$ cat src/wb_pkg.sv
// Shared widths, counts and types for the writeback and retirement stage
// Unit indices, ID and per-unit result packet

package wb_pkg;

    //////////////////////////////////////////////////////////////
    // Sizes
    localparam int XLEN         = 32;
    localparam int MAX_INFLIGHT = 4;
    localparam int NUM_WB_UNITS = 2;
    localparam int REG_COUNT    = 32;

    // Execution latencies in cycles
    localparam int ALU_LATENCY = 1;
    localparam int MUL_LATENCY = 3;

    // Unit indices, also used as the operation select of exec_unit
    localparam int UNIT_ALU = 0;
    localparam int UNIT_MUL = 1;

    //////////////////////////////////////////////////////////////
    // Types
    typedef logic [$clog2(MAX_INFLIGHT)-1:0] id_t;
    typedef logic [$clog2(NUM_WB_UNITS)-1:0] unit_sel_t;
    typedef logic [$clog2(REG_COUNT)-1:0]    reg_addr_t;

    // Result report from one unit, valid when done is set
    typedef struct packed {
        logic            done;
        id_t             id;
        logic [XLEN-1:0] rd;
    } unit_wb_t;

    // Per-ID metadata kept while the instruction is in flight
    typedef struct packed {
        reg_addr_t rd_addr;
    } inflight_packet_t;

endpackage

$ cat src/wb_ifaces.sv
// Issue tracking interface and register file writeback interface

interface tracking_if;
    import wb_pkg::*;

    // Issue handshake towards the ID pool
    logic             issued;
    logic             id_available;
    id_t              issue_id;
    unit_sel_t        issue_unit;
    inflight_packet_t inflight_packet;

    // Issue side of the top level
    modport issue (
        output issued, issue_unit, inflight_packet,
        input  id_available, issue_id
    );

    // ID pool
    modport ids (
        output id_available, issue_id
    );

    // Writeback control only watches
    modport wb (
        input issued, id_available, issue_id, issue_unit, inflight_packet
    );
endinterface

interface rf_wb_if;
    import wb_pkg::*;

    logic            retired;
    id_t             id;
    reg_addr_t       rd_addr;
    logic            rd_nzero;
    logic [XLEN-1:0] rd_data;

    modport writeback (output retired, id, rd_addr, rd_nzero, rd_data);
    modport rf (input retired, id, rd_addr, rd_nzero, rd_data);
endinterface

$ cat src/exec_unit.sv
// Pipelined execution unit with parameterized latency
// Result leaves the last stage tagged with its instruction ID

module exec_unit #(
    parameter int LATENCY = 1,
    parameter int OP      = wb_pkg::UNIT_ALU
) (
    input  logic                    clk,
    input  logic                    rst,
    input  logic                    start,
    input  wb_pkg::id_t             id,
    input  logic [wb_pkg::XLEN-1:0] a,
    input  logic [wb_pkg::XLEN-1:0] b,
    output wb_pkg::unit_wb_t        wb
);
    import wb_pkg::*;

    // Pipeline stages, index 0 is filled from the inputs
    logic            valid_q  [LATENCY];
    id_t             id_q     [LATENCY];
    logic [XLEN-1:0] result_q [LATENCY];

    logic [XLEN-1:0] op_result;

    // Operation, multiply keeps the low XLEN bits
    assign op_result = (OP == UNIT_MUL) ? (a * b) : (a + b);

    // Valid chain
    always_ff @(posedge clk) begin
        if (rst) begin
            for (int s = 0; s < LATENCY; s++)
                valid_q[s] <= 1'b0;
        end else begin
            valid_q[0] <= start;
            for (int s = 1; s < LATENCY; s++)
                valid_q[s] <= valid_q[s-1];
        end
    end

    // ID and result shift along with valid
    always_ff @(posedge clk) begin
        id_q[0]     <= id;
        result_q[0] <= op_result;
        for (int s = 1; s < LATENCY; s++) begin
            id_q[s]     <= id_q[s-1];
            result_q[s] <= result_q[s-1];
        end
    end

    // Final stage report
    assign wb.done = valid_q[LATENCY-1];
    assign wb.id   = id_q[LATENCY-1];
    assign wb.rd   = result_q[LATENCY-1];

endmodule

$ cat src/id_tracking.sv
// ID pool: next ID to issue, oldest unretired ID and occupancy count

module id_tracking (
    input  logic        clk,
    input  logic        rst,
    input  logic        issued,
    input  logic        retired,
    tracking_if.ids     ti,
    output wb_pkg::id_t oldest_id,
    output logic        empty
);
    import wb_pkg::*;

    // IDs are handed out and freed in the same repeating order,
    // so two wrapping pointers act as a queue of IDs
    id_t next_id;
    id_t oldest_ptr;

    // Number of IDs in use, 0 to MAX_INFLIGHT
    logic [$clog2(MAX_INFLIGHT+1)-1:0] inflight_count;

    //////////////////////////////////////////////////////////////
    // Pointers
    always_ff @(posedge clk) begin
        if (rst) begin
            next_id    <= '0;
            oldest_ptr <= '0;
        end else begin
            if (issued)
                next_id <= next_id + 1'b1;
            if (retired)
                oldest_ptr <= oldest_ptr + 1'b1;
        end
    end

    //////////////////////////////////////////////////////////////
    // Occupancy
    // Issue and retire in one cycle leave the count unchanged
    always_ff @(posedge clk) begin
        if (rst) begin
            inflight_count <= '0;
        end else if (issued && !retired) begin
            inflight_count <= inflight_count + 1'b1;
        end else if (!issued && retired) begin
            inflight_count <= inflight_count - 1'b1;
        end
    end

    //////////////////////////////////////////////////////////////
    // Outputs
    assign ti.issue_id     = next_id;
    assign ti.id_available = (inflight_count < MAX_INFLIGHT);
    assign oldest_id       = oldest_ptr;
    assign empty           = (inflight_count == 0);

endmodule

$ cat src/register_file.sv
// Register file written at retirement, one combinational read port

module register_file (
    input  logic                    clk,
    input  logic                    rst,
    rf_wb_if.rf                     rf_wb,
    input  wb_pkg::reg_addr_t       raddr,
    output logic [wb_pkg::XLEN-1:0] rdata
);
    import wb_pkg::*;

    logic [XLEN-1:0] regs [REG_COUNT];

    // Register 0 is never written, rd_nzero masks it
    always_ff @(posedge clk) begin
        if (rst) begin
            for (int r = 0; r < REG_COUNT; r++)
                regs[r] <= '0;
        end else if (rf_wb.retired && rf_wb.rd_nzero) begin
            regs[rf_wb.rd_addr] <= rf_wb.rd_data;
        end
    end

    assign rdata = regs[raddr];

endmodule

$ cat src/wb_core.sv
// Top level: ID pool, adder and multiplier, writeback control and register file

module wb_core (
    input  logic                    clk,
    input  logic                    rst,
    // Issue
    input  logic                    issue_valid,
    input  wb_pkg::unit_sel_t       issue_unit,
    input  wb_pkg::reg_addr_t       issue_rd,
    input  logic [wb_pkg::XLEN-1:0] issue_a,
    input  logic [wb_pkg::XLEN-1:0] issue_b,
    output logic                    issue_ready,
    // Retirement
    output logic                    retired,
    output wb_pkg::id_t             retired_id,
    output wb_pkg::reg_addr_t       retired_rd,
    output logic [wb_pkg::XLEN-1:0] retired_data,
    // Register read
    input  wb_pkg::reg_addr_t       rf_raddr,
    output logic [wb_pkg::XLEN-1:0] rf_rdata
);
    import wb_pkg::*;

    tracking_if ti ();
    rf_wb_if    rf_wb ();

    unit_wb_t unit_wb [NUM_WB_UNITS];
    id_t      oldest_id;
    logic     queue_empty;
    logic     retired_or_next;

    //////////////////////////////////////////////////////////////
    // Issue handshake
    assign issue_ready        = ti.id_available;
    assign ti.issued          = issue_valid & ti.id_available;
    assign ti.issue_unit      = issue_unit;
    assign ti.inflight_packet = '{rd_addr: issue_rd};

    id_tracking id_fifos (
        .clk, .rst, .issued(ti.issued), .retired(retired_or_next),
        .ti, .oldest_id, .empty(queue_empty)
    );

    //////////////////////////////////////////////////////////////
    // Execution units
    exec_unit #(.LATENCY(ALU_LATENCY), .OP(UNIT_ALU)) alu_i (
        .clk, .rst, .start(ti.issued && (issue_unit == UNIT_ALU)),
        .id(ti.issue_id), .a(issue_a), .b(issue_b), .wb(unit_wb[UNIT_ALU])
    );

    exec_unit #(.LATENCY(MUL_LATENCY), .OP(UNIT_MUL)) mul_i (
        .clk, .rst, .start(ti.issued && (issue_unit == UNIT_MUL)),
        .id(ti.issue_id), .a(issue_a), .b(issue_b), .wb(unit_wb[UNIT_MUL])
    );

    //////////////////////////////////////////////////////////////
    // Writeback and register file
    write_back wb_i (
        .clk, .rst, .unit_wb, .ti, .rf_wb, .retired_or_next,
        .instruction_queue_empty(queue_empty), .oldest_id
    );

    register_file rf_i (.clk, .rst, .rf_wb, .raddr(rf_raddr), .rdata(rf_rdata));

    assign retired      = rf_wb.retired;
    assign retired_id   = rf_wb.id;
    assign retired_rd   = rf_wb.rd_addr;
    assign retired_data = rf_wb.rd_data;

endmodule

$ cat src/write_back.sv
// Writeback control: per-ID result buffer, pending tracking and in-order retirement

module write_back (
    input  logic             clk,
    input  logic             rst,
    input  wb_pkg::unit_wb_t unit_wb [wb_pkg::NUM_WB_UNITS],
    tracking_if.wb           ti,
    rf_wb_if.writeback       rf_wb,
    output logic             retired_or_next,
    input  logic             instruction_queue_empty,
    input  wb_pkg::id_t      oldest_id
);
    import wb_pkg::*;

    // Result buffer and destination table, both indexed by ID
    logic [XLEN-1:0]  results_by_id [MAX_INFLIGHT];
    inflight_packet_t packet_table  [MAX_INFLIGHT];

    unit_sel_t id_unit_select   [MAX_INFLIGHT];
    unit_sel_t id_unit_select_r [MAX_INFLIGHT];

    logic [MAX_INFLIGHT-1:0] id_done_new;
    logic [MAX_INFLIGHT-1:0] id_issued_one_hot;
    logic [MAX_INFLIGHT-1:0] id_retiring_one_hot;
    logic [MAX_INFLIGHT-1:0] id_inuse;
    logic [MAX_INFLIGHT-1:0] id_pending;
    logic [MAX_INFLIGHT-1:0] id_pending_r;

    logic             retiring;
    id_t              id_retiring;
    inflight_packet_t retiring_packet;

    //////////////////////////////////////////////////////////////
    // Done and issue decode
    always_comb begin
        id_done_new = '0;
        for (int u = 0; u < NUM_WB_UNITS; u++) begin
            if (unit_wb[u].done)
                id_done_new[unit_wb[u].id] = 1'b1;
        end
    end

    always_comb begin
        id_issued_one_hot = '0;
        id_issued_one_hot[ti.issue_id] = ti.issued;
    end

    //////////////////////////////////////////////////////////////
    // Unit select and result buffer
    // Free IDs take issue_unit directly for single-cycle units
    for (genvar i = 0; i < MAX_INFLIGHT; i++) begin : g_buffer
        always_ff @(posedge clk) begin
            if (id_issued_one_hot[i])
                id_unit_select_r[i] <= ti.issue_unit;
            if (id_done_new[i])
                results_by_id[i] <= unit_wb[id_unit_select[i]].rd;
        end
        assign id_unit_select[i] = id_inuse[i] ? id_unit_select_r[i] : ti.issue_unit;
    end

    // In use from issue until the unit reports done
    always_ff @(posedge clk) begin
        if (rst)
            id_inuse <= '0;
        else
            id_inuse <= id_issued_one_hot | (id_inuse & ~id_done_new);
    end

    // Destination register per ID
    always_ff @(posedge clk) begin
        if (ti.issued)
            packet_table[ti.issue_id] <= ti.inflight_packet;
    end

    //////////////////////////////////////////////////////////////
    // Retirement
    // Pending from done until the ID retires
    assign id_pending = id_done_new | (id_pending_r & ~id_retiring_one_hot);

    always_ff @(posedge clk) begin
        if (rst)
            id_pending_r <= '0;
        else
            id_pending_r <= id_pending;
    end

    // Oldest ID retires next cycle once its result is in
    assign retired_or_next = id_pending[oldest_id] & ~instruction_queue_empty;

    always_ff @(posedge clk) begin
        if (rst)
            retiring <= 1'b0;
        else
            retiring <= retired_or_next;
    end

    always_ff @(posedge clk) begin
        id_retiring <= oldest_id;
    end

    always_comb begin
        id_retiring_one_hot = '0;
        id_retiring_one_hot[id_retiring] = retiring;
    end

    assign retiring_packet = packet_table[id_retiring];

    // Register file write
    assign rf_wb.retired  = retiring;
    assign rf_wb.id       = id_retiring;
    assign rf_wb.rd_addr  = retiring_packet.rd_addr;
    assign rf_wb.rd_nzero = |retiring_packet.rd_addr;
    assign rf_wb.rd_data  = results_by_id[id_retiring];

endmodule

$ cat config.mk
export PLATFORM = sky130hd
export DESIGN_NAME = wb_core
export DESIGN_NICKNAME = d
export VERILOG_FILES = /design/src/wb_pkg.sv /design/src/wb_ifaces.sv /design/src/exec_unit.sv /design/src/id_tracking.sv /design/src/register_file.sv /design/src/wb_core.sv /design/src/write_back.sv
export SDC_FILE = /design/constraint.sdc
export NUM_CORES = 2
export LEC_CHECK = 0
export BUFFER_PORTS_ARGS = -buffer_cell sky130_fd_sc_hd__buf_2
export CORE_MARGIN = 4
export CORE_UTILIZATION = 40
export CTS_CLUSTER_DIAMETER = 50
export DETAILED_ROUTE_END_ITERATION = 12
export PLACE_DENSITY_LB_ADDON = 0.2
export RECOVER_POWER = 100
export SETUP_SLACK_MARGIN = 0.05
export SKIP_CTS_REPAIR_TIMING = 1
export SYNTH_ARGS = -nofsm -noshare
export SYNTH_HDL_FRONTEND = slang
export SYNTH_SLANG_ARGS = --single-unit
$ cat constraint.sdc
create_clock -name clk -period 8.2 [get_ports clk]
set_clock_uncertainty 0.1 [all_clocks]
set_input_delay 0 -clock clk [delete_from_list [all_inputs] [get_ports clk]]
set_output_delay 0 -clock clk [all_outputs]
set_load 0.03 [all_outputs]
==> flow_summary.toml <==
[status]
status = "finished, violations left"
violations = "hold timing, capacitance limit, slew limit"

[routing]
drc = 0
vias = 42900
antenna_left = 0
wl_um = 206000
drt_first_iter_violations = 3783
viasPerCell = 5.38
firstDrtPassIters = 6
post_drt_wl_per_cell_um = 25.8

[finish]
postLayoutCoreUtil_pct = 44.6
final_common_cell = "edfxtp_1"
nets = 6164
area_growth_pct = 10.9
final_cells = 7984
drive_above_1_share_pct = 15.7
multi_input_area_um2 = 30200
final_cell_mix = "1176 x edfxtp_1, 1052 x nor2_1, 476 x inv_1, 410 x fa_1, 338 x nand2_1"
n_fill_cell = 16300
ff_latch_area_um2 = 38400

[sta]
slew_headroom_pct = -202
fmax_mhz = 136
min_period_ns = 7.36
slew_violations = 2765
whs_ns = -0.0202
fin_crit_sh_pct = 89.8
rsz0062_at_grt = "no"
setup_tns_ns = 0
hold_viol_final = 2
finalSetupViolCount = 0
worst_slew_pin_slew_ns = 4.48

[power_and_ir_drop]
power.switching_mw = 14.0
clkPwrFrac_pct = 18.3
power_mw = 33.2
switching_share_pct = 42.0
power_frac_seq_pct = 25.6
powerDensity_nw_per_um2 = 417
ir_worst_vdd_mv = 1.24
p_int_mw = 19.2
combinationalPowerShare_pct = 56.1
p_leak_nw = 30.9

[synth]
synthArstFlopShare_pct = 0
yosysWarnings = 0
synthCells = 5418
syn_area_um2 = 71700
synth_edf_count = 1176
yosys_most_used_dff = "edfxtp_1"
synth_compound_area_share_pct = 1.70
synthAdderAreaFrac_pct = 14.2
ys_seq_area_share_pct = 53.6
synth.area.mux_share_pct = 13.8
synth_top_family_by_area = "adder cells"
synth_cell_types = 64
synth-xor-area-share_pct = 1.40
synth-simple-area-share_pct = 10.6
synth_area_per_cell_um2 = 13.2
ys_ff_latch = 1332

[clock_tree]
clock-sinks = 1332
cts_tree = "built"
cts_inserted_buffers = 142
cts_max_path_buffers = 3
clk_pin_slew_ns = 0.06
root_buffer = "clkbuf_16"
insertion_delay_ns = 0.75
cts_max_level = 4

[worst_setup_path]
worstPathCellList = "mux4_2 -> and2_0 -> nand2_2 -> clkbuf_1 -> nand2b_1 -> buf_4"
required_ns = 8.55
max_stage_delay_ns = 1.88
path_delay_family = "buffers and inverters"
crit_type = "reg -> reg"
crit_buf_inv = 2
cp_slowest_cell = "clkbuf_1"
path_max_fanout = 35
startpoint_type = "register"
cp-end-kind = "register"
arrival_ns = 7.71

[placement]
numPortBuffers = 150
gp_congestion = 0.855
hpwl_um = 129000
dp.cells = 7683

[floorplanning]
ios = 151
die_area_um2 = 186000
die_y_um = 431
die_w_um = 431
num_rows = 155
initial_core_util_pct = 40.2
core_region_area_um2 = 178000

[run]
max-cap-violations = 79

[global_route]
overflow = 0
globalRouteTotalUtil_pct = 22.3
antenna_found_initial = 7
grt_pass1_vias = 45200
grt_pass1_wl_um = 305000
grt_max_degree = 132

[hold_path]
hp-class = "in -> reg"
==> per-layer routing <==
layer  track usage, %  wire length, um
met1             28.1            80000
met2             39.7           106000
met3             2.86            12100
met4             7.45             7490
met5                0               13
==> power groups by stage <==
stage | registers [mW] | clock network [mW] | logic, mW
5_1_grt | 8.56 | 6.48 | 20.6
4_1_cts | 8.50 | 6.20 | 18.7
3_3_place_gp | 8.62 | 0 | 18.5
3_5_place_dp | 8.64 | 0 | 18.6
2_1_floorplan | 8.52 | 0 | 13.1
6_report | 8.49 | 6.07 | 18.6
==> layout make-up <==
type | count | area share, %
antenna | 3 | 0.00944
clock buffer | 180 | 4.79
clock inverter | 73 | 0.659
inverter | 476 | 2.25
multi-input combinational | 3253 | 38.0
sequential | 1332 | 48.4
tap | 2355 | 3.71
timing repair buffer | 312 | 2.18
==> metrics by stage <==
stage               instance area, um^2  setup WS (ns)
global placement                  75400           1.00
floorplan                         71800           1.51
global route                      79500          0.547
detailed placement                75400          0.892
CTS                               79700           1.70
finish                            79500          0.836
==> cell families (layout without fill, tap and decap cells) <==
| logic type | after synthesis | in the layout |
|---|---|---|
| other | 1 | 35 |
| XOR/XNOR | 115 | 115 |
| AND/OR/NAND/NOR | 1782 | 1782 |
| adder cells (fa/ha/maj) | 569 | 569 |
| flip-flops | 1332 | 1332 |
| AO/OA/AOI/OAI | 199 | 199 |
| multiplexers | 556 | 556 |
| buffers and inverters | 864 | 1041 |
==> final timing paths <==
check                                           from                     to  slack [ns]  depth (start not counted)
worst min-delay path                     issue_b[29]  alu_i.result_q[0][29]       -0.02                          5
worst min register to register  mul_i.result_q[0][5]  mul_i.result_q[0][37]        0.22                          0
worst max register to register      wb_i.rf_wb.id[0]       rf_i.regs[30][3]        0.84                          6
worst max-delay path                wb_i.rf_wb.id[0]       rf_i.regs[30][3]        0.84                          6
==> flip-flops by register name, summed over array words and instances (netlist names) <==
name                     cells
wb_i.packet_table           20
wb_i.rf_wb.id                2
wb_i.id_inuse                4
mul_i.valid_q                3
wb_i.id_unit_select_r        4
wb_i.id_pending_r            4
mul_i.result_q              96
id_fifos.ti.issue_id         2
wb_i.rf_wb.retired           1
alu_i.valid_q                1
alu_i.result_q              32
alu_i.id_q                   1
rf_i.regs                 1024
id_fifos.oldest_id           2
wb_i.results_by_id         128
id_fifos.inflight_count      3
mul_i.id_q                   5
==> cell usage after synthesis (all sizes together), types with 8 or more instances <==
library cell,n,area share [%]
nand3,16,0.11
mux2,192,3.0
edfxtp,1176,49
xnor2,86,1.1
buf,67,0.45
xor2,29,0.35
nand2b,41,0.36
ha,159,2.8
clkbuf,321,1.7
mux2i,38,0.53
o21a,9,0.094
a21o,19,0.20
o21ai,61,0.43
fa,410,11
a21oi,61,0.43
nor2,1052,5.5
nand2,352,1.8
nor3,11,0.077
nor2b,8,0.070
inv,476,2.5
and2,273,2.4
nand4,8,0.070
dfxtp,156,4.4
mux4,326,10
==> worst reg2reg max path: cells and delay by family, from the launching register on <==
family	cells	cell delay, ns
mux	1	0.76
flops	1	1.64
buf+inv	2	2.50
simple gates	3	2.04
(Power assumes the default switching activity.)
